<file path="config.mk">
export PLATFORM = sky130hd
export DESIGN_NAME = nmi2apb_bridge
export DESIGN_NICKNAME = d
export VERILOG_FILES = /design/src/hw/soc_mmap_defines.svh /design/src/hw/apb_pkg.sv /design/src/hw/nmi_pkg.sv /design/src/hw/nmi2apb_bridge.sv
export SDC_FILE = /design/constraint.sdc
export NUM_CORES = 1
export LEC_CHECK = 0
export BUFFER_PORTS_ARGS = -buffer_cell sky130_fd_sc_hd__buf_2
export CAP_MARGIN = 20
export CORE_UTILIZATION = 40
export DETAILED_ROUTE_END_ITERATION = 8
export PLACE_DENSITY = 0.79
export SLEW_MARGIN = 20
export SYNTH_ARGS = -nofsm -noshare
export SYNTH_HDL_FRONTEND = slang
export SYNTH_SLANG_ARGS = --single-unit
</file>
<file path="constraint.sdc">
create_clock -name clk_i -period 3.3 [get_ports clk_i]
set_clock_uncertainty 0.05 [all_clocks]
set_input_delay 0.66 -clock clk_i [delete_from_list [all_inputs] [get_ports clk_i]]
set_output_delay 0.66 -clock clk_i [all_outputs]
set_load 0.005 [all_outputs]
</file>
<file path="src/hw/soc_mmap_defines.svh">
`ifndef SOC_MMAP_DEFINES_SVH
`define SOC_MMAP_DEFINES_SVH

// Top address byte of each region
`define NATV_IP_START 8'h10
`define CUST_IP_START 8'h20
`define SRAM_START    8'h30

// SRAM word address width, 1024 words
`define SRAM_AW 10

// Timer register byte offsets
`define TMR_CTRL 4'h0
`define TMR_CNT  4'h4
`define TMR_CMP  4'h8
`define TMR_STAT 4'hC

// GPIO register offsets on the APB side
`define GPIO_OUT 12'h000
`define GPIO_IN  12'h004

// Number of GPIO pins
`define GPIO_W 8

`endif

</file>
<file path="src/hw/apb_pkg.sv">
package apb_pkg;

  // APB request from the bridge
  typedef struct packed {
    logic        psel;
    logic        penable;
    logic        pwrite;
    logic [11:0] paddr;
    logic [31:0] pwdata;
    logic [3:0]  pstrb;
  } apb_req_t;

  // APB response from the slave
  typedef struct packed {
    logic        pready;
    logic [31:0] prdata;
  } apb_rsp_t;

endpackage

</file>
<file path="src/hw/nmi_pkg.sv">
package nmi_pkg;

  // Native request, a zero wstrb marks a read
  typedef struct packed {
    logic        valid;
    logic [31:0] addr;
    logic [31:0] wdata;
    logic [3:0]  wstrb;
  } nmi_req_t;

  // Native response
  typedef struct packed {
    logic        ready;
    logic [31:0] rdata;
  } nmi_rsp_t;

endpackage

</file>
<file path="src/hw/nmi2apb_bridge.sv">
`timescale 1ns/1ps

module nmi2apb_bridge (
  input  logic              clk_i,
  input  logic              rst_n_i,
  input  nmi_pkg::nmi_req_t req_i,
  output nmi_pkg::nmi_rsp_t rsp_o,
  output apb_pkg::apb_req_t apb_req_o,
  input  apb_pkg::apb_rsp_t apb_rsp_i
);

  import apb_pkg::*;

  typedef enum logic [1:0] {
    ST_IDLE,
    ST_SETUP,
    ST_ACCESS
  } state_e;

  state_e      state_q;
  apb_req_t    apb_q;
  logic        ready_q;
  logic [31:0] rdata_q;

  always_ff @(posedge clk_i) begin
    if (!rst_n_i) begin
      state_q       <= ST_IDLE;
      apb_q.psel    <= 1'b0;
      apb_q.penable <= 1'b0;
      ready_q       <= 1'b0;
    end else begin
      ready_q <= 1'b0;
      case (state_q)
        ST_IDLE: begin
          // Skip the cycle where the previous ack is still visible
          if (req_i.valid && !ready_q) begin
            state_q      <= ST_SETUP;
            apb_q.psel   <= 1'b1;
            apb_q.pwrite <= |req_i.wstrb;
            apb_q.paddr  <= req_i.addr[11:0];
            apb_q.pwdata <= req_i.wdata;
            apb_q.pstrb  <= req_i.wstrb;
          end
        end
        ST_SETUP: begin
          state_q       <= ST_ACCESS;
          apb_q.penable <= 1'b1;
        end
        ST_ACCESS: begin
          if (apb_rsp_i.pready) begin
            state_q       <= ST_IDLE;
            apb_q.psel    <= 1'b0;
            apb_q.penable <= 1'b0;
            ready_q       <= 1'b1;
            rdata_q       <= apb_rsp_i.prdata;
          end
        end
        default: state_q <= ST_IDLE;
      endcase
    end
  end

  assign apb_req_o = apb_q;
  assign rsp_o     = '{ready: ready_q, rdata: rdata_q};

endmodule

</file>
* After elaboration in Yosys (flattened, before gate mapping)
Cells that the tools add are included.
** Operators by class
- Equality and inequality tests :: 4
- Muxes and demuxes :: 7
- Reduce and logical (&&, ||, !) cells :: 12
** Operator list (count)
- $reduce_and A3 Y1 :: 3
- $pmux W2 S3 :: 1
- $reduce_and A2 Y1 :: 3
- $mux W2 :: 2
- $ne A2 B2 Y1 const B :: 2
- $pmux W1 S2 :: 2
- $reduce_bool A2 Y1 :: 2
- $reduce_or A4 Y1 :: 1
- $eq A2 B1 Y1 const B :: 1
- $eq A2 B2 Y1 const B :: 1
- $logic_not A2 Y1 :: 1
- $mux W1 :: 2
- $logic_and A1 B1 Y1 :: 1
- $logic_not A1 Y1 :: 1
** Word-level totals
- Register bits after elaboration :: 86
- Input port bits :: 104
- Output and inout port bits :: 84

* Longest topological paths before layout
- Depth after elaboration :: 4
- Gate-level depth with buffers :: 3

* Worst setup path after synthesis
No wires, ideal clock.
- Path type :: input to register
- From :: input port rst_n_i
- To :: register apb_q (netlist bit apb_req_o[0]), enable pin
- Arrival time :: 2339 ps
- Slack :: 479 ps
- Cell stages on the path :: 2
- Path buffers :: 0
- Cell sequence :: nand2_1 > nor4_4
** Between the ends
- Longest elaborated chain between the ends :: 1
** RTL lines
- from (decl) :: line nmi2apb_bridge.sv:5 : input logic rst_n_i,
- $reduce_and A3 Y1 (no source line)
- to (decl) :: line nmi2apb_bridge.sv:21 : apb_req_t apb_q;
No other way between the ends.
A chain may end at the register's enable or synchronous reset.

* Final worst setup path
- From :: input port apb_rsp_i[32] in the netlist's numbering
- To :: register rdata_q[17], enable pin
** Between the ends
- Longest elaborated chain between the ends :: 1
** RTL lines
- from (decl) :: line nmi2apb_bridge.sv:9 : input apb_pkg::apb_rsp_t apb_rsp_i
- $reduce_and A3 Y1 (no source line)
- to (signal assigned) :: line nmi2apb_bridge.sv:55 : rdata_q <= apb_rsp_i.prdata;
- to (decl) :: line nmi2apb_bridge.sv:23 : logic [31:0] rdata_q;
No other way between the ends.

==> results.md <==
* Root Buffer: clkbuf_8
* Share of total power in the clock network at 0.360
* Worst IR drop on VDD at 313.7 µV
* Hold_buf cts at 0
* Crit. End Element: flip-flop
* CP Data Required Time at 3.22 ns
* Worst-path clk slew at 0.09 ns
* Worst setup SP type: primary input
* Yosys Warn Count at 0
* Final net count at between 300 and 400
* Setup Viol. Count Final at 0
* Placeable Area at 0.006386 mm²
* DP Wirelength at 4059 µm
* Vias in the first global route at 1627
* Ports at 188
* Distinct cells, synth at 16
* Syn_area_per_cell at 25.99 µm²
* Syn Nets at 206
* Pre-Repair DR Iteration Count at 4
* Area growth, synth to finish at 43.23%
* Final hold vios at 0
* Worst hold margin at 0.4317 ns
* Clock latency on the worst-skew pair at 0.34 ns
* First-pass GRT wire length at 8266 µm
* Number of port buffers at 167
* Post_cts resized at 0
* Initial antenna violation count at 2
* Fin Setup TNS at 0 ns
* GRT busiest layer: met2
* Pin count of the biggest net entering global routing at 51
* Overall Global Routing Usage at 0.1635
* Post-CTS Setup Bufs at 0
* Sequential power share at 0.587
* Layout cells sized above 1 at 0.6632
* Post-synth EDFFs at 81
* Drt drc at 0
* CTS sink count at 86
* RSZ-0062 raised after global routing: false
* Max_cap viols at 0
* Critical Setup Path Class: in -> reg
* Die Ht at approximately 83 µm
* Synth Flop Type: edfxtp_1
* Static Leak at 1.595 nW
* Synthesized flop and latch total at 86
* Grt met2 use at 0.2683
* P_sw at 0.0004428 W
* CTS Buf Count at 9
* Cell with the most instances after synthesis: edfxtp_1
* Internal Pwr Total at 0.001681 W
* Die Wd at 83.42 µm
* Max_slew headroom at 0.5265
* Worst-path fanout max at 32
* Pwr dens at ~560 mW/mm²
* Hold path depth at 1
* Min Tclk post-route at ~1.7 ns
* Average wire per standard cell at 15.37 µm
* Routability cong. at 0.6899
* Seq/Total Area, Yosys at 0.9552
* Placed Cells at 346
* Status: finished, final reports clean
* H-Tree Level Count at 3
* Initial DRC Count at 78
* Mapped Area at 0.002651 mm²
* Final Max Tran Viols at 0
* Antenna Nets Post-Route at 0
* Area leader, netlist: edfxtp_1
* Num rows at 29
* Post-synth top cells: edfxtp_1 (81), dfxtp_1 (5), and3_2 (2), nand2_1 (2)
* Grt met3 use at 0.07256
* Highest clock rate at 0.5939 GHz
* Hold crit path type: in -> reg
* # diodes at 0
* Grt ovf at 0
* Part of the cycle the worst path needs at 0.5103
* Via Count at 1652
* Met1 Use GR at 0.1825
* Initial Utilization at 0.4152
* FFs w/ async S/R, synth at 0
* CTS tree: yes
* Die footprint at 0.006958 mm²
* Worst Tran Pin Value at 0.7102 ns
* Syn Inst Count at 102
* Switching share of power at 0.2085
* Routed wire length at 5564 µm
* Final std cells w/o fill at between 300 and 400
* Clock buffer depth at 2
* Part of the power in combinational logic at 0.052
* Worst EP arrival at roughly 1.6 ns
* Via-to-Cell Ratio at between 4 and 5
* Area contributors post-synth: edfxtp_1 (92%), dfxtp_1 (3.8%), nor4_4 (0.80%)
* Worst r2r path cells at 2
* Post-synth top area share at 0.9174
power groups by stage:
stage	clock network, W	registers [W]	logic (W)
floorplan	0	0.00128	0.0000210
global placement	0	0.00127	0.000108
detailed placement	0	0.00127	0.000112
CTS	0.000787	0.00125	0.000112
global route	0.000832	0.00125	0.000121
finish	0.000766	0.00125	0.000110
cell families (layout without fill, tap and decap cells):
| family | after synthesis | in the layout | share of synthesized area |
|---|---|---|---|
| buffers and inverters | 1 | 184 | 0.002833 |
| AO/OA/AOI/OAI | 3 | 3 | 0.007076 |
| flip-flops | 86 | 86 | 0.9552 |
| AND/OR/NAND/NOR | 11 | 11 | 0.03115 |
| multiplexers | 1 | 1 | 0.003776 |
cell type report:
class                   count  area [µm²]
repair buffers            168       843.3
well taps                  77       96.34
multi-input cells          15       111.4
clock inverters             6       76.32
fillers                   472        2589
clock buffers              10       137.6
flip-flops and latches     86        2532
cells in the final DEF, fill, tap and decap left out, drive strengths merged, types with 2 or more instances in the layout:
cell type / synthesis / layout
and3: 2 / 2
buf: 1 / 168
clkbuf: 0 / 10
dfxtp: 5 / 5
edfxtp: 81 / 81
inv: 0 / 4
nand2: 2 / 2
nor2b: 2 / 2
nor4: 2 / 2
sequential cells by signal, summed over array words and instances (netlist names):
name	cells
state_q	2
rdata_q	32
apb_req_o	51
ready_q	1
metrics by stage:
step / utilization / total power (W) / setup slack [ns] / instance area, µm²
global placement: 0.5611 / 0.001379 / 1.302 / 3583
finish: 0.5946 / 0.002124 / 1.616 / 3797
floorplan: - / 0.001299 / 0.4794 / 2651
CTS: 0.5946 / 0.002148 / 1.612 / 3797
global route: 0.5946 / 0.002205 / 1.539 / 3797
detailed placement: 0.5611 / 0.001385 / 1.242 / 3583
final timing paths:
check,start,endpoint,slack (ns)
setup / recovery,apb_rsp_i[32],rdata_q[17],1.62
hold / removal,req_i[23],apb_req_o[23],0.43
setup reg to reg,state_q[1],apb_req_o[7],1.62
hold reg to reg,apb_req_o[50],apb_req_o[50],0.45
layer usage:
metal	vias to the layer above	wire, µm
li1	762	-
met1	788	2120
met2	90	2833
met3	10	516
met4	2	82
met5	-	11
worst max-delay path: stages:
cell and delay [ns]:
buf_2 0.09, nor2b_2 0.17, and3_2 0.68
Power figures use the tool's default switching activity.
