--- src/hw/soc_mmap_defines.svh ---
`ifndef SOC_MMAP_DEFINES_SVH
`define SOC_MMAP_DEFINES_SVH

// Top address byte of each region
`define NATV_IP_START 8'h10
`define CUST_IP_START 8'h20
`define SRAM_START    8'h30

// SRAM word address width, 1024 words
`define SRAM_AW 10

// Timer register byte offsets
`define TMR_CTRL 4'h0
`define TMR_CNT  4'h4
`define TMR_CMP  4'h8
`define TMR_STAT 4'hC

// GPIO register offsets on the APB side
`define GPIO_OUT 12'h000
`define GPIO_IN  12'h004

// Number of GPIO pins
`define GPIO_W 8

`endif

--- src/hw/apb_pkg.sv ---
package apb_pkg;

  // APB request from the bridge
  typedef struct packed {
    logic        psel;
    logic        penable;
    logic        pwrite;
    logic [11:0] paddr;
    logic [31:0] pwdata;
    logic [3:0]  pstrb;
  } apb_req_t;

  // APB response from the slave
  typedef struct packed {
    logic        pready;
    logic [31:0] prdata;
  } apb_rsp_t;

endpackage

--- src/hw/apb_gpio.sv ---
`timescale 1ns/1ps

`include "soc_mmap_defines.svh"

module apb_gpio (
  input  logic               clk_i,
  input  logic               rst_n_i,
  input  apb_pkg::apb_req_t  apb_req_i,
  output apb_pkg::apb_rsp_t  apb_rsp_o,
  input  logic [`GPIO_W-1:0] gpio_i,
  output logic [`GPIO_W-1:0] gpio_o
);

  logic [`GPIO_W-1:0] out_q;
  logic [`GPIO_W-1:0] in_meta_q;
  logic [`GPIO_W-1:0] in_sync_q;
  logic               rd_wait_q;
  logic [31:0]        prdata_q;
  logic [31:0]        rd_val;
  logic               access;

  assign access = apb_req_i.psel & apb_req_i.penable;

  always_comb begin
    case (apb_req_i.paddr)
      `GPIO_OUT: rd_val = {{(32-`GPIO_W){1'b0}}, out_q};
      `GPIO_IN:  rd_val = {{(32-`GPIO_W){1'b0}}, in_sync_q};
      default:   rd_val = '0;
    endcase
  end

  always_ff @(posedge clk_i) begin
    if (!rst_n_i) begin
      out_q     <= '0;
      rd_wait_q <= 1'b0;
    end else begin
      // Reads hold one wait state while the value is registered
      rd_wait_q <= access & ~apb_req_i.pwrite & ~rd_wait_q;
      if (access && apb_req_i.pwrite && apb_req_i.pstrb[0] &&
          apb_req_i.paddr == `GPIO_OUT) begin
        out_q <= apb_req_i.pwdata[`GPIO_W-1:0];
      end
    end
  end

  // Two-flop input synchroniser and read data register
  always_ff @(posedge clk_i) begin
    in_meta_q <= gpio_i;
    in_sync_q <= in_meta_q;
    if (access && !rd_wait_q) prdata_q <= rd_val;
  end

  assign apb_rsp_o = '{pready: access & (apb_req_i.pwrite | rd_wait_q), prdata: prdata_q};
  assign gpio_o    = out_q;

endmodule

--- config.mk ---
export PLATFORM = sky130hd
export DESIGN_NAME = apb_gpio
export DESIGN_NICKNAME = d
export VERILOG_FILES = /design/src/hw/apb_pkg.sv /design/src/hw/apb_gpio.sv
export VERILOG_INCLUDE_DIRS = /design/src /design/src/hw
export SDC_FILE = /design/constraint.sdc
export NUM_CORES = 1
export LEC_CHECK = 0
export ABC_AREA = 1
export ABC_CLOCK_PERIOD_IN_PS = 1620
export BUFFER_PORTS_ARGS = -buffer_cell sky130_fd_sc_hd__buf_2
export CORE_UTILIZATION = 40
export DETAILED_ROUTE_END_ITERATION = 8
export PLACE_DENSITY = 0.83
export REMOVE_ABC_BUFFERS = 1
export SLEW_MARGIN = 5
export SYNTH_ARGS = -nofsm -noshare
export SYNTH_HDL_FRONTEND = slang
export SYNTH_SLANG_ARGS = --single-unit
--- constraint.sdc ---
create_clock -name clk_i -period 1.62 [get_ports clk_i]
set_input_delay 0.324 -clock clk_i [delete_from_list [all_inputs] [get_ports clk_i]]
set_output_delay 0.324 -clock clk_i [all_outputs]
set_load 0.02 [all_outputs]
======== Word level (Yosys, flattened, before mapping) ========
Cells that the tools add are included.
storage, ports and cells
  word-level logic and storage cells ...... 20
  bits in registers ....................... 57
  bits of input ports ..................... 61
operators by class
  eq/ne operators ......................... 1
  bitwise gates (word level) .............. 7
  multiplexer cells ....................... 1
  reductions and logical operators ........ 6
operators with widths
  cell                   count
  $pmux W8 S2            1
  $eq A12 B3 Y1 const B  1
  $logic_not A12 Y1      1
  $and A1 B1 Y1          4
  $logic_and A1 B1 Y1    4
  $not A1 Y1             2
  $logic_not A1 Y1       1
  $or A1 B1 Y1           1

======== Logic depth before layout (Yosys ltp) ========
  word-level depth ........................ 4
  mapped depth ............................ 7
  gate-level depth less buffers ........... 7

======== Least setup slack after synthesis ========
Ideal clock, no wire load.
  kind .................................... input-to-reg
  start point ............................. in apb_req_i[38] (netlist bit)
  end point ............................... reg prdata_q[0] (data pin)
  setup time .............................. 0.252 ns
  data required time ...................... 1.368 ns
  stages .................................. 7
  buffers on the path ..................... 2
  slack ................................... 0.374 ns
  arrival time ............................ 0.994 ns
  cells stage by stage .................... nor2_1 > and2_1 > buf_6 > and2_4 > buf_12 > nand2_2 > nand2_2
on the way
  cells in the longest elaborated chain, start to end .. 2
ends and longest elaborated chain
  what                                                       RTL line        source
  start, declared                                            apb_gpio.sv:8   input apb_pkg::apb_req_t apb_req_i,
  $eq A12 B3 Y1 / $logic_not A12 Y1 (equally long branches)  apb_gpio.sv:25  case (apb_req_i.paddr)
  $pmux W8 S2 *                                              apb_gpio.sv:25
  named net rd_val[0]                                        apb_gpio.sv:19  logic [31:0] rd_val;
  end signal, assigned                                       apb_gpio.sv:50  if (access && !rd_wait_q) prdata_q <= rd_val;
  end, declared                                              apb_gpio.sv:18  logic [31:0] prdata_q;
Mark *: on every way through the listed nets, which the timed path passes. The rest lies on a longest branch.
A chain may end at the register's enable or synchronous reset.

==> impl_metrics.xml <==
<?xml version="1.0" encoding="UTF-8"?>
<metrics>
  <group name="min_path">
    <metric name="number_of_stages_on_the_worst_hold_path" unit="">1</metric>
    <metric name="hold-path-endpoint" unit="">in_meta_q[2]$_DFF_P_</metric>
    <metric name="hold_class" unit="">input pin to register</metric>
    <metric name="hold_start" unit="">gpio_i[2]</metric>
  </group>
  <group name="yosys">
    <metric name="synth.yosys.seq_area_share" unit="%">50.1</metric>
    <metric name="flop_and_latch_count_out_of_synthesis" unit="">33</metric>
    <metric name="asyncSetResetFlopFracSynth" unit="%">0</metric>
    <metric name="synth_enable_flop_cells" unit="">8</metric>
    <metric name="postSynthAreaPerCell" unit="sq um">9.01</metric>
    <metric name="ys_warnings" unit="">0</metric>
    <metric name="synth_cells" unit="">164</metric>
    <metric name="netlist_area" unit="sq um">1480</metric>
    <metric name="synth_flop_cell" unit="">sky130_fd_sc_hd__dfxtp_1</metric>
    <metric name="synthDistinctLibCells" unit="">21</metric>
  </group>
  <group name="cts">
    <metric name="clkTransAtPathRegs" unit="ns">0.06</metric>
    <metric name="tritoncts.num_buffers" unit="">5</metric>
    <metric name="clock_sinks" unit="">33</metric>
    <metric name="clk_root_buffer_cell" unit="">sky130_fd_sc_hd__clkbuf_8</metric>
    <metric name="ctsHtreeMaxLevel" unit="">2</metric>
    <metric name="cts_tree" unit="">built</metric>
    <metric name="count_of_hold_buffers_inserted_by_post_cts_repair" unit="">0</metric>
    <metric name="cts_max_path_buffers" unit="">2</metric>
    <metric name="clock_latency" unit="ns">0.28</metric>
    <metric name="cts_setup_buffers" unit="">0</metric>
    <metric name="cts_resized" unit="">0</metric>
  </group>
  <group name="critical_path">
    <metric name="worstReg2RegStart" unit="">rd_wait_q$_SDFF_PN0_</metric>
    <metric name="critical_path_peak_fanout" unit="">2</metric>
    <metric name="crit_type" unit="">register to output port</metric>
    <metric name="reg2reg_setup_slack" unit="ns">0.73</metric>
    <metric name="rr_endpoint" unit="">prdata_q[4]$_DFFE_PP_</metric>
    <metric name="start_kind" unit="">register</metric>
    <metric name="worst_setup_path_startpoint" unit="">rd_wait_q$_SDFF_PN0_</metric>
    <metric name="critPathCaptureType" unit="">output port</metric>
    <metric name="ff2ff_path_depth" unit="">2</metric>
    <metric name="critPathRequiredTime" unit="ns">1.30</metric>
    <metric name="arrival" unit="ns">0.91</metric>
  </group>
  <group name="die">
    <metric name="placement_rows" unit="">21</metric>
    <metric name="pin_count" unit="">102</metric>
    <metric name="die-area" unit="sq um">3940</metric>
    <metric name="chip_width" unit="um">62.8</metric>
    <metric name="initial_core_utilization" unit="%">42.9</metric>
    <metric name="core_region_area" unit="sq um">3440</metric>
    <metric name="fp.dieH" unit="um">62.8</metric>
  </group>
  <group name="job">
    <metric name="cap_viol_max_count" unit="">0</metric>
  </group>
  <group name="global_route">
    <metric name="largest_net_degree_at_the_start_of_global_routing" unit="">12</metric>
    <metric name="grt_pass1_vias" unit="">983</metric>
    <metric name="global_route.usage.total" unit="%">14.7</metric>
    <metric name="global_route.overflow_total" unit="">0</metric>
    <metric name="antenna_found_initial" unit="">0</metric>
    <metric name="grt_first_pass_wirelength" unit="um">4260</metric>
  </group>
  <group name="placement">
    <metric name="buffer_ports.inserted" unit="">50</metric>
    <metric name="place.detailed.hpwl" unit="um">1880</metric>
    <metric name="gp_congestion" unit="">0.736</metric>
  </group>
  <group name="cells_and_area">
    <metric name="area.growth.synth_to_final" unit="%">18.3</metric>
    <metric name="final_layout_net_count" unit="">279</metric>
    <metric name="insertedDiodeCount" unit="">0</metric>
    <metric name="final_layout_size_suffix_gt1_share" unit="%">37.0</metric>
    <metric name="top_library_cells_by_usage_in_the_layout_fill_and_taps_aside" unit="">sky130_fd_sc_hd__buf_2, sky130_fd_sc_hd__dfxtp_1, sky130_fd_sc_hd__inv_1, sky130_fd_sc_hd__conb_1, sky130_fd_sc_hd__nand2_1</metric>
    <metric name="layout.filler_cells" unit="">331</metric>
    <metric name="most_frequent_standard_cell_in_the_layout_excluding_fill_and_tap_cells" unit="">sky130_fd_sc_hd__buf_2</metric>
  </group>
  <group name="sta">
    <metric name="setup_viol" unit="">0</metric>
    <metric name="grt_setup_unrepaired" unit="">false</metric>
    <metric name="finalSetupTns" unit="ns">0</metric>
    <metric name="final.hold.worst_slack" unit="ns">0.136</metric>
    <metric name="finalMaxSlewViolations" unit="">0</metric>
    <metric name="final_period_minus_worst_setup_slack" unit="ns">1.24</metric>
    <metric name="largest_clock_skew_in_the_final_design" unit="ns">0.00657</metric>
    <metric name="achievable-frequency" unit="MHz">807</metric>
    <metric name="layout_worst_path_cycle_share" unit="%">76.5</metric>
    <metric name="timing.final.hold_violations" unit="">0</metric>
  </group>
  <group name="routing">
    <metric name="dr.pass1.iters" unit="">4</metric>
    <metric name="detailroute.via_count" unit="">1088</metric>
    <metric name="avgRoutedWirePerCell" unit="um">9.56</metric>
    <metric name="drt_iter0_drc" unit="">44</metric>
    <metric name="remaining_drc_errors" unit="">0</metric>
    <metric name="detail_route.wirelength" unit="um">2530</metric>
    <metric name="route.antenna.remaining_nets" unit="">0</metric>
    <metric name="avgViaCountPerCell" unit="">4.11</metric>
  </group>
  <group name="run_status">
    <metric name="status" unit="">finished clean</metric>
  </group>
  <group name="power">
    <metric name="ir_drop" unit="uV">483</metric>
    <metric name="leakagePower" unit="uW">0.000923</metric>
    <metric name="power.density_cell_area" unit="nW/um^2">911</metric>
  </group>
</metrics>
## worst max-delay path by stage
stage | slack [ns] | end
2_1_floorplan | 0.40 | prdata_q[0]$_DFFE_PP_
3_3_place_gp | 0.26 | prdata_q[5]$_DFFE_PP_
6_report | 0.38 | apb_rsp_o[32]
4_1_cts | 0.37 | apb_rsp_o[32]
5_1_grt | 0.32 | apb_rsp_o[32]
3_5_place_dp | 0.23 | prdata_q[5]$_DFFE_PP_
## critical path, cell delays in order (launching register included)
cell and delay (ns):
sky130_fd_sc_hd__dfxtp_1 0.31, sky130_fd_sc_hd__nor2_1 0.11, sky130_fd_sc_hd__nor2_1 0.05, sky130_fd_sc_hd__buf_2 0.16
## metrics by stage
| stage | util, % | total power [uW] | area (sq um) | worst slack [ns] | instances |
|---|---|---|---|---|---|
| after floorplan | - | 982 | 1340 | 0.396 | 158 |
| after global placement | 48.5 | 1040 | 1670 | 0.262 | 257 |
| after detailed placement | 48.5 | 1040 | 1670 | 0.229 | 257 |
| after CTS | 50.8 | 1620 | 1750 | 0.368 | 265 |
| after global routing | 50.8 | 1670 | 1750 | 0.319 | 265 |
| final | 50.8 | 1590 | 1750 | 0.381 | 265 |
## area by class of cell
| cell class | instances | area (sq um) | area share (%) |
|---|---|---|---|
| sequential | 33 | 741 | 42.4 |
| multi-input combinational | 101 | 507 | 29.0 |
| timing repair buffer | 53 | 273 | 15.6 |
| inverter | 24 | 90.1 | 5.15 |
| clock buffer | 7 | 76.3 | 4.37 |
| tap | 46 | 57.6 | 3.29 |
| clock inverter | 1 | 3.75 | 0.215 |
## per-layer routing
layer  up-vias  GRT usage, %  wire length (um)
met4         0          9.88                76
met2        51          22.6              1190
met1       470          16.6              1080
li1        559             -                 -
met5         -             0                 0
met3         8          6.02               189
## synthesized netlist by cell type (2+ instances only)
library cell | number | share of area, %
sky130_fd_sc_hd__buf_4 | 25 | 13
sky130_fd_sc_hd__dfxtp_1 | 25 | 34
sky130_fd_sc_hd__inv_1 | 24 | 6.1
sky130_fd_sc_hd__nand2_1 | 20 | 5.1
sky130_fd_sc_hd__nand2_2 | 17 | 7.2
sky130_fd_sc_hd__nor2_1 | 16 | 4.1
sky130_fd_sc_hd__edfxtp_1 | 8 | 16
sky130_fd_sc_hd__nand3_1 | 8 | 2.7
sky130_fd_sc_hd__nand4_1 | 8 | 3.4
sky130_fd_sc_hd__nor2_2 | 2 | 0.85
## state kept, by name (all words and copies together), names as in the netlist
signal	count
in_meta_q	8
prdata_q	8
gpio_o	8
in_sync_q	8
rd_wait_q	1
## logic make-up after synthesis
logic type	share of synthesized area [%]
simple gates	28.2
buf+inv	21.4
other cells	0.254
flops	50.1
## power by group
group | total [uW] | leakage [uW] | internal (uW) | switching [uW]
clock | 569 | 0.0000399 | 298 | 270
sequential | 877 | 0.000284 | 871 | 6.55
combinational | 147 | 0.000600 | 45.5 | 102
(Power assumes the default switching activity.)
