--- src/hw/soc_mmap_defines.svh ---
`ifndef SOC_MMAP_DEFINES_SVH
`define SOC_MMAP_DEFINES_SVH

// Top address byte of each region
`define NATV_IP_START 8'h10
`define CUST_IP_START 8'h20
`define SRAM_START    8'h30

// SRAM word address width, 1024 words
`define SRAM_AW 10

// Timer register byte offsets
`define TMR_CTRL 4'h0
`define TMR_CNT  4'h4
`define TMR_CMP  4'h8
`define TMR_STAT 4'hC

// GPIO register offsets on the APB side
`define GPIO_OUT 12'h000
`define GPIO_IN  12'h004

// Number of GPIO pins
`define GPIO_W 8

`endif

--- src/hw/nmi_pkg.sv ---
package nmi_pkg;

  // Native request, a zero wstrb marks a read
  typedef struct packed {
    logic        valid;
    logic [31:0] addr;
    logic [31:0] wdata;
    logic [3:0]  wstrb;
  } nmi_req_t;

  // Native response
  typedef struct packed {
    logic        ready;
    logic [31:0] rdata;
  } nmi_rsp_t;

endpackage

--- src/hw/natv_timer.sv ---
`timescale 1ns/1ps

`include "soc_mmap_defines.svh"

module natv_timer (
  input  logic              clk_i,
  input  logic              rst_n_i,
  input  nmi_pkg::nmi_req_t req_i,
  output nmi_pkg::nmi_rsp_t rsp_o,
  output logic              irq_o
);

  logic        en_q;
  logic [31:0] cnt_q;
  logic [31:0] cmp_q;
  logic        stat_q;
  logic        ready_q;
  logic [31:0] rdata_q;
  logic        accept;
  logic        wr;
  logic [3:0]  reg_off;
  logic [31:0] rd_val;

  assign accept  = req_i.valid & ~ready_q;
  assign wr      = accept & (|req_i.wstrb);
  assign reg_off = {req_i.addr[3:2], 2'b00};

  always_comb begin
    case (reg_off)
      `TMR_CTRL: rd_val = {31'd0, en_q};
      `TMR_CNT:  rd_val = cnt_q;
      `TMR_CMP:  rd_val = cmp_q;
      `TMR_STAT: rd_val = {31'd0, stat_q};
      default:   rd_val = '0;
    endcase
  end

  always_ff @(posedge clk_i) begin
    if (!rst_n_i) begin
      en_q    <= 1'b0;
      cnt_q   <= '0;
      cmp_q   <= '0;
      stat_q  <= 1'b0;
      ready_q <= 1'b0;
    end else begin
      ready_q <= accept;
      if (wr && reg_off == `TMR_CTRL) en_q <= req_i.wdata[0];
      if (wr && reg_off == `TMR_CMP) cmp_q <= req_i.wdata;
      // A software load takes priority over counting
      if (wr && reg_off == `TMR_CNT) begin
        cnt_q <= req_i.wdata;
      end else if (en_q) begin
        cnt_q <= cnt_q + 32'd1;
      end
      // Match wins over a clear in the same cycle
      if (en_q && cnt_q == cmp_q) begin
        stat_q <= 1'b1;
      end else if (wr && reg_off == `TMR_STAT && req_i.wdata[0]) begin
        stat_q <= 1'b0;
      end
    end
  end

  always_ff @(posedge clk_i) begin
    if (accept) rdata_q <= rd_val;
  end

  assign rsp_o = '{ready: ready_q, rdata: rdata_q};
  assign irq_o = stat_q;

endmodule

--- config.mk ---
export PLATFORM = sky130hd
export DESIGN_NAME = natv_timer
export DESIGN_NICKNAME = d
export VERILOG_FILES = /design/src/hw/nmi_pkg.sv /design/src/hw/natv_timer.sv
export VERILOG_INCLUDE_DIRS = /design/src /design/src/hw
export SDC_FILE = /design/constraint.sdc
export NUM_CORES = 1
export LEC_CHECK = 0
export BUFFER_PORTS_ARGS = -buffer_cell sky130_fd_sc_hd__buf_2
export CAP_MARGIN = 20
export CORE_AREA = 2 2 90 157
export DETAILED_ROUTE_END_ITERATION = 10
export DIE_AREA = 0 0 92 159
export PLACE_DENSITY = 0.55
export SLEW_MARGIN = 20
export SYNTH_ARGS = -nofsm -noshare
export SYNTH_HDL_FRONTEND = slang
export SYNTH_SLANG_ARGS = --single-unit
--- constraint.sdc ---
create_clock -name clk_i -period 3.25 [get_ports clk_i]
set_input_delay 0.4875 -clock clk_i [delete_from_list [all_inputs] [get_ports clk_i]]
set_output_delay 0.4875 -clock clk_i [all_outputs]
set_load 0.02 [all_outputs]
Yosys cells after proc, flatten, opt, wreduce, memory -nomap -nowiden
Index checks and enable logic that the tools add are counted.
{ "classes": {"addsub": 1, "mux": 5, "reduce_logical": 10, "eq_ne": 4, "bitwise_logic": 3} }
{ "op_table": {"columns": ["cell", "n"], "rows": [
  ["$pmux W32 S4", 1],
  ["$mux W32", 2],
  ["$add A32 B1 Y32 const B", 1],
  ["$eq A32 B32 Y1", 1],
  ["$logic_and A1 B1 Y1", 6],
  ["$eq A2 B2 Y1 const B", 2],
  ["$logic_not A4 Y1", 1],
  ["$reduce_bool A2 Y1", 2],
  ["$reduce_or A4 Y1", 1],
  ["$and A1 B1 Y1", 2],
  ["$eq A2 B1 Y1 const B", 1],
  ["$mux W1", 2],
  ["$not A1 Y1", 1]
]} }
{ "totals": {"regBits": 99, "in_bits": 71, "wordCells": 29, "out_inout_bits": 34} }

Longest topological paths before layout
Gate-level depths: netlist (run 1).
{ "logic_depth": {"ltp_word": 7, "ltp_mapped": 7, "ltp_nobuf": 6} }

Worst setup path after synthesis (run 1)
No wires, ideal clock.
{ "synth_path": {"path_kind": "input port to flip-flop", "from": "input port req_i[68] in the netlist's numbering", "to": "register cmp_q[22]", "stages": 7, "path_buffers": 2, "t_arrival_ps": 3143, "setup_time_ps": 70, "slack_ps": 37, "required_time_ps": 3180, "path_cell_list": "nor2b_1 -> o41a_1 -> and2_1 -> clkbuf_1 -> clkbuf_1 -> nand2_1 -> a21oi_1"} }
{ "synth_between": {"elab_chain_cells": 3} }
{ "synth_rtl": {"columns": ["element", "line_no", "source"], "rows": [
  ["start, declared", "natv_timer.sv:8", "input nmi_pkg::nmi_req_t req_i,"],
  ["$and A1 B1 Y1", "natv_timer.sv:24", "assign accept = req_i.valid & ~ready_q;"],
  ["$and A1 B1 Y1", "natv_timer.sv:25", "assign wr = accept & (|req_i.wstrb);"],
  ["$logic_and A1 B1 Y1 (no line)", null, null],
  ["end signal, assigned", "natv_timer.sv:48", "if (wr && reg_off == `TMR_CMP) cmp_q <= req_i.wdata;"],
  ["end, declared", "natv_timer.sv:15", "logic [31:0] cmp_q;"]
]} }
Every way passes these cells.
A chain may end at the register's enable or synchronous reset.

Final worst setup path (run 1)
{ "layout_path": {"from": "input port req_i[1] in the netlist's numbering", "to": "register cnt_q[6]"} }
{ "layout_between": {"elab_chain_cells": 4, "elab_cells_between_ends": 5} }
{ "layout_rtl": {"columns": ["element", "line_no", "source"], "rows": [
  ["$reduce_or A4 Y1 (*)", "natv_timer.sv:25", null],
  ["$and A1 B1 Y1 (*)", "natv_timer.sv:25", null],
  ["$logic_and A1 B1 Y1 (no line) (*)", null, null],
  ["$mux W32 or $reduce_bool A2 Y1 (tied branches)", null, null],
  ["end signal, assigned", "natv_timer.sv:51", "cnt_q <= req_i.wdata;"],
  ["end signal, assigned", "natv_timer.sv:53", "cnt_q <= cnt_q + 32'd1;"],
  ["end, declared", "natv_timer.sv:14", "logic [31:0] cnt_q;"]
]} }
Every way passes the cells marked *; elsewhere a longest branch is shown, timed or not.

==> results of run 1 <==
==> cell families (layout without fill, tap and decap cells) <==
logic type | after synthesis | in the layout | share of synthesized area [%]
buffers and inverters | 39 | 101 | 3.687
xor gates and xnor gates | 55 | 55 | 10.44
muxes | 3 | 3 | 0.9219
AOI/OAI and AO/OA | 127 | 127 | 17.43
and+or+nand+nor | 155 | 155 | 17.35
DFF | 99 | 99 | 49.89
adders and majority gates | 1 | 1 | 0.2711
==> worst max-delay path: cells and delay by family <==
family                 cells  cell delay [ns]
AND/OR/NAND/NOR            2             0.67
buffers and inverters      2             0.48
AO/OA/AOI/OAI              2             0.70
==> metrics by stage <==
| step | instances | area, um^2 | util (%) | total power (uW) | hold slack, ns |
|---|---|---|---|---|---|
| 2_1_floorplan | 479 | 4614 | - | 1572 | 0.4586 |
| 3_3_place_gp | 699 | 5119 | 38.45 | 1683 | 0.4698 |
| 3_5_place_dp | 699 | 5119 | 38.45 | 1687 | 0.4761 |
| 4_1_cts | 715 | 5399 | 40.55 | 2714 | 0.3846 |
| 5_1_grt | 715 | 5399 | 40.55 | 2794 | 0.3902 |
| 6_report | 715 | 5399 | 40.55 | 2691 | 0.3858 |
==> power groups by stage <==
stage	combinational [uW]	clock, uW	sequential [uW]
finish	274	1030	1380
global route	300	1100	1390
CTS	278	1050	1380
detailed placement	277	0	1410
global placement	275	0	1410
floorplan	146	0	1430
==> metal layers <==
metal  up-vias  global-route usage [%]  part of all wire (%)  wire length, um
li1       1834                       -                     -                -
met1      1767                   18.76                    38             4644
met2       109                   31.89                    55             6712
met3        19                   2.698                   4.5              549
met4         0                   7.734                   3.0              371
met5         -                       0                     0                0
==> state kept, by name (all words and copies together) (netlist names) <==
| name | count |
|---|---|
| cmp_q | 32 |
| cnt_q | 32 |
| rdata_q | 32 |
| en_q | 1 |
| irq_o | 1 |
| ready_q | 1 |
==> layout by cell type, fill, tap and decap left out, types with 2 or more instances in the layout <==
cell type  count
a211oi_1      11
a21oi_1       46
a22o_1        31
a31oi_1        7
and2_1         4
and3_1         4
buf_2         74
buf_4          8
clkbuf_1       3
clkbuf_16      9
clkinv_1       2
clkinv_2       2
dfxtp_1       67
edfxtp_1      32
inv_1          2
mux2i_1        2
nand2_1       75
nand3_1       11
nand4_1       18
nand4_4        2
nor2_1        13
nor2_4         2
nor2b_2        2
nor3_1         4
nor4_1         3
o21ai_0       28
or3_1          6
xnor2_1       27
xor2_1        28
==> layout make-up <==
class                      count  area (um^2)  share of cell area [%]
clock buffer                  12        236.5                   4.380
clock inverter                 4        43.79                  0.8111
inverter                       3        11.26                  0.2086
multi-input combinational    341         2157                   39.95
sequential                    99         2302                   42.64
tap                          174        217.7                   4.032
timing repair buffer          82        430.4                   7.972
==> path summary, 6_finish.rpt <==
kind                  start   endpoint  slack [ns]  depth (start not counted)
setup reg to reg       en_q  cnt_q[31]        1.20                          5
setup / recovery   req_i[1]   cnt_q[6]        1.14                          6
hold / removal    req_i[17]  cmp_q[13]        0.39                          3
hold reg to reg   cmp_q[13]  cmp_q[13]        0.48                          2
==> impl_metrics.csv, run 1 <==
group,metric,value,unit
layout,n_fill_cell,1383,
global_route,grt_use_total,17.16,%
synth,yosysWarnings,0,
sta,finClkSkew,0.007800,ns
global_route,grt_pass1_vias,3704,
sta,period_needed,2.108,ns
layout,area_growth,17.00,%
routing,vias,3729,
synth,synth_cell_types,44,
synth,synth-main-ff-cell,"dfxtp_1",
sta,timing.final.ws_setup,1.142,ns
synth,synthMostInstantiatedCell,"nand2_1",
global_route,grt_pass1_wl,19.43,mm
synth,postSynthCellCount,479,
sta,finalSetupViolCount,0,
layout,drive_above_1_share,20.15,%
setup_path,worst_ep_required_time,3.51,ns
pwr,p_leak,0.002004,uW
cts,cts_buffers,9,
job,maxCapViolCount,0,
placed_design,hpwlAfterDp,8.243,mm
cts,clock_latency,0.34,ns
pwr,p_switching,661.8,uW
global_route,grt_max_degree,44,
pwr,power_density,498.5,nW/um^2
setup_path,cp-start-kind,"primary input",
pwr,switching_share,24.59,%
synth,yosys-top-cells-area,"dfxtp_1, edfxtp_1, nand2_1",
setup_path,worst_path_max_delay_cell,"nand2_2",
synth,yosysSeqAreaShare,49.89,%
run_status,status,"finished clean",
global_route,antenna_found_initial,0,
sta,fmax,474.4,MHz
setup_path,critical_path_arrival,2.36,ns
pwr,p_int,2029,uW
pwr,pwr-share-comb,10.2,%
synth,avgSynthCellArea,9.633,um^2
placed_design,gp_congestion,0.8266,
routing,drtIter0Drc,173,
die,start_util,34.66,%
synth,synthArstFlopShare,0,%
synth,netlist.area_leader.share,29.07,%
cts,cts_tree,"built",
pwr,clkPwrFrac,38.4,%
synth,yosysTopAreaCell,"dfxtp_1",
routing,wl_per_cell,17.17,um
placed_design,io_buffers,74,
cts,cts_buffer_depth,2,
synth,syn_nets,551,
sta,max_slew_margin,49.29,%
setup_path,end_kind,"flip-flop",
setup_path,worstSetupPathType,"primary input to flip-flop",
sta,worst_slew_pin_slew,0.7580,ns
cts,clkTransAtPathRegs,0.06,ns
setup_path,critical_path.max_stage_delay,0.59,ns
layout,antenna_cells,0,
sta,hold_violations,0,
placed_design,place_ws,0.7946,ns
global_route,grt_overflow,0,
cts,cts_root_buf,"clkbuf_16",
die,core_region_area,13310,um^2
cts,cts_resized,0,
synth,syn_area,4614,um^2
setup_path,cp_max_fo,43,
routing,drtAntennaViolNets,0,
die,row_count,56,
pwr,ir_worst_vdd,0.0002688,V
layout,layout.nets,608,
die,die_h,159,um
cts,cts_sinks,99,
hold_path,hp-class,"primary input to flip-flop",
cts,cts_hold_buf,0,
die,dieArea,14630,um^2
sta,rsz0062_at_grt,"no",
pwr,pwr-share-seq,51.4,%
routing,post_drt_via_cell_ratio,5.215,
die,die_width,92,um
cts,cts_setup_buffers,0,
routing,drt_first_pass_iters,4,
setup_path,path_cells,"buf_2 > o41a_1 > nand2_2 > buf_4 > nor2_1 > a211oi_1",
routing,drt-total-wl,12.28,mm
sta,finalCritPeriodShare,64.85,%
die,ios,105,
cts,h-tree-depth,3,
synth,synth_edf_count,32,
sta,setup_tns,0,ns
sta,slew_viol_final,0,
routing,drcViolationCount,0,
synth,synthTopCellsByCount,"nand2_1, dfxtp_1, a21oi_1",
synth,ys_ff_latch,99,
No activity file was read; power rests on OpenSTA's default activity.
==> run 2: changes to the inputs <==
PLACE_DENSITY = 0.53   (was 0.55)
clock period = 2.1 ns   (was 3.25 ns; I/O delays follow)
==> impl_metrics.csv, run 2 (synthesis gave the netlist of run 1 again) <==
group,metric,value,unit
sta,worst_slew_pin_slew,0.5315,ns
layout,final_common_cell,"nand2_1",
cts,cts_root_buf,"clkbuf_16",
global_route,grt_use_total,17.28,%
setup_path,cp_max_fo,9,
cts,cts_resized,0,
layout,largestRegisters,"cmp_q (32), cnt_q (32), rdata_q (32)",
hold_path,worstHoldStart,"req_i[34]",
pwr,p_int,3182,uW
setup_path,worst-r2r-setup-slack,0.22,ns
routing,route.layer.met1.wl,4.986,mm
routing,highest_layer,"met4",
setup_path,worstSetupPathType,"flip-flop to flip-flop",
pwr,pwr-share-comb,10.6,%
layout,area_growth,19.47,%
hold_path,hp-class,"primary input to flip-flop",
die,row_count,56,
routing,drt_first_pass_iters,4,
pwr,switching_share,23.94,%
routing,drt-total-wl,12.41,mm
sta,max_slew_margin,64.24,%
sta,fmax,533.0,MHz
setup_path,critical_path_arrival,2.15,ns
cts,cts_tree,"built",
pwr,pwr-share-seq,51.1,%
die,ios,105,
routing,post_drt_via_cell_ratio,5.131,
setup_path,r2r_cells,5,
pwr,ir_worst_vdd,0.0003540,V
sta,slew_viol_final,0,
global_route,grt_pass1_vias,3666,
routing,drtIter0Drc,213,
layout,final_cell_mix,"nand2_1, buf_2, dfxtp_1",
layout,layout.nets,619,
hold_path,worstHoldPathCells,3,
placed_design,hpwlAfterDp,8.575,mm
setup_path,worst_ep_required_time,2.37,ns
sta,hold_violations,0,
global_route,grt_max_degree,65,
cts,cts_setup_buffers,0,
placed_design,io_buffers,74,
cts,clkTransAtPathRegs,0.06,ns
setup_path,cp-start-kind,"flip-flop",
routing,vias,3720,
die,start_util,34.66,%
cts,cts_buffers,9,
cts,cts_hold_buf,0,
sta,finalSetupViolCount,0,
sta,finalCritPeriodShare,89.34,%
die,die_width,92,um
hold_path,min_to,"cmp_q[30]",
cts,h-tree-depth,3,
sta,finClkSkew,0.007585,ns
global_route,grt_pass1_wl,19.53,mm
layout,drive_above_1_share,21.96,%
placed_design,gp_congestion,0.8185,
cts,cts_sinks,99,
pwr,power_density,759.0,nW/um^2
run_status,status,"finished clean",
layout,antenna_cells,0,
routing,wl_met3,451,um
pwr,clkPwrFrac,38.3,%
sta,rsz0062_at_grt,"no",
setup_path,reg2reg_from,"cnt_q[11]",
global_route,antenna_found_initial,0,
routing,drcViolationCount,0,
cts,clock_latency,0.34,ns
cts,cts_buffer_depth,2,
pwr,p_switching,1002,uW
setup_path,end_kind,"flip-flop",
routing,met2_wirelength,6.754,mm
routing,wl_per_cell,17.11,um
sta,setup_tns,0,ns
sta,period_needed,1.876,ns
global_route,grt_overflow,0,
setup_path,reg2reg_to,"cnt_q[28]",
die,dieArea,14630,um^2
sta,hold_slack,0.2196,ns
pwr,p_leak,0.002078,uW
die,die_h,159,um
job,maxCapViolCount,0,
die,core_region_area,13310,um^2
routing,drtAntennaViolNets,0,
[run 2: layer usage]
layer  vias to the layer above  GRT usage, %
met5                         -             0
met4                         0         6.377
met3                        12         2.508
met2                        86         31.78
met1                      1770         19.94
li1                       1852             -
[run 2: layout make-up]
type | count | area [um^2]
fillers | 1363 | 7800
flip-flops and latches | 99 | 2302
multi-input cells | 341 | 2157
repair buffers | 93 | 538.0
clock buffers | 12 | 246.5
well taps | 174 | 217.7
clock inverters | 3 | 40.04
inverters | 3 | 11.26
[run 2: worst max-delay path, stage by stage (launching register included)]
cell	delay (ns)
dfxtp_1	0.48
and4_4	0.29
and3_4	0.28
nand4_4	0.16
or4_1	0.44
a31oi_1	0.17
[run 2: per-stage QoR]
step | cell area, um^2 | utilization, % | setup WS (ns) | std cells | power, uW
detailed placement | 5226 | 39.26 | 0.2300 | 710 | 2629
global route | 5513 | 41.41 | 0.1007 | 725 | 4367
global placement | 5226 | 39.26 | 0.2810 | 710 | 2623
CTS | 5513 | 41.41 | 0.2150 | 725 | 4243
floorplan | 4622 | - | 0.08606 | 479 | 2434
finish | 5513 | 41.41 | 0.2238 | 725 | 4184
[run 2: how the worst max path moves through the flow]
stage | from | end
3_5_place_dp | cnt_q[11] | cnt_q[28]
4_1_cts | cnt_q[11] | cnt_q[28]
3_3_place_gp | cnt_q[11] | cnt_q[28]
6_report | cnt_q[11] | cnt_q[28]
2_1_floorplan | req_i[68] | cmp_q[22]
5_1_grt | cnt_q[5] | cnt_q[28]
[run 2: power by group through the flow]
stage          clock network [uW]  logic, uW  registers (uW)
6_report                     1600        442            2140
5_1_grt                      1730        483            2150
4_1_cts                      1650        450            2140
3_5_place_dp                    0        448            2180
3_3_place_gp                    0        446            2180
2_1_floorplan                   0        228            2210
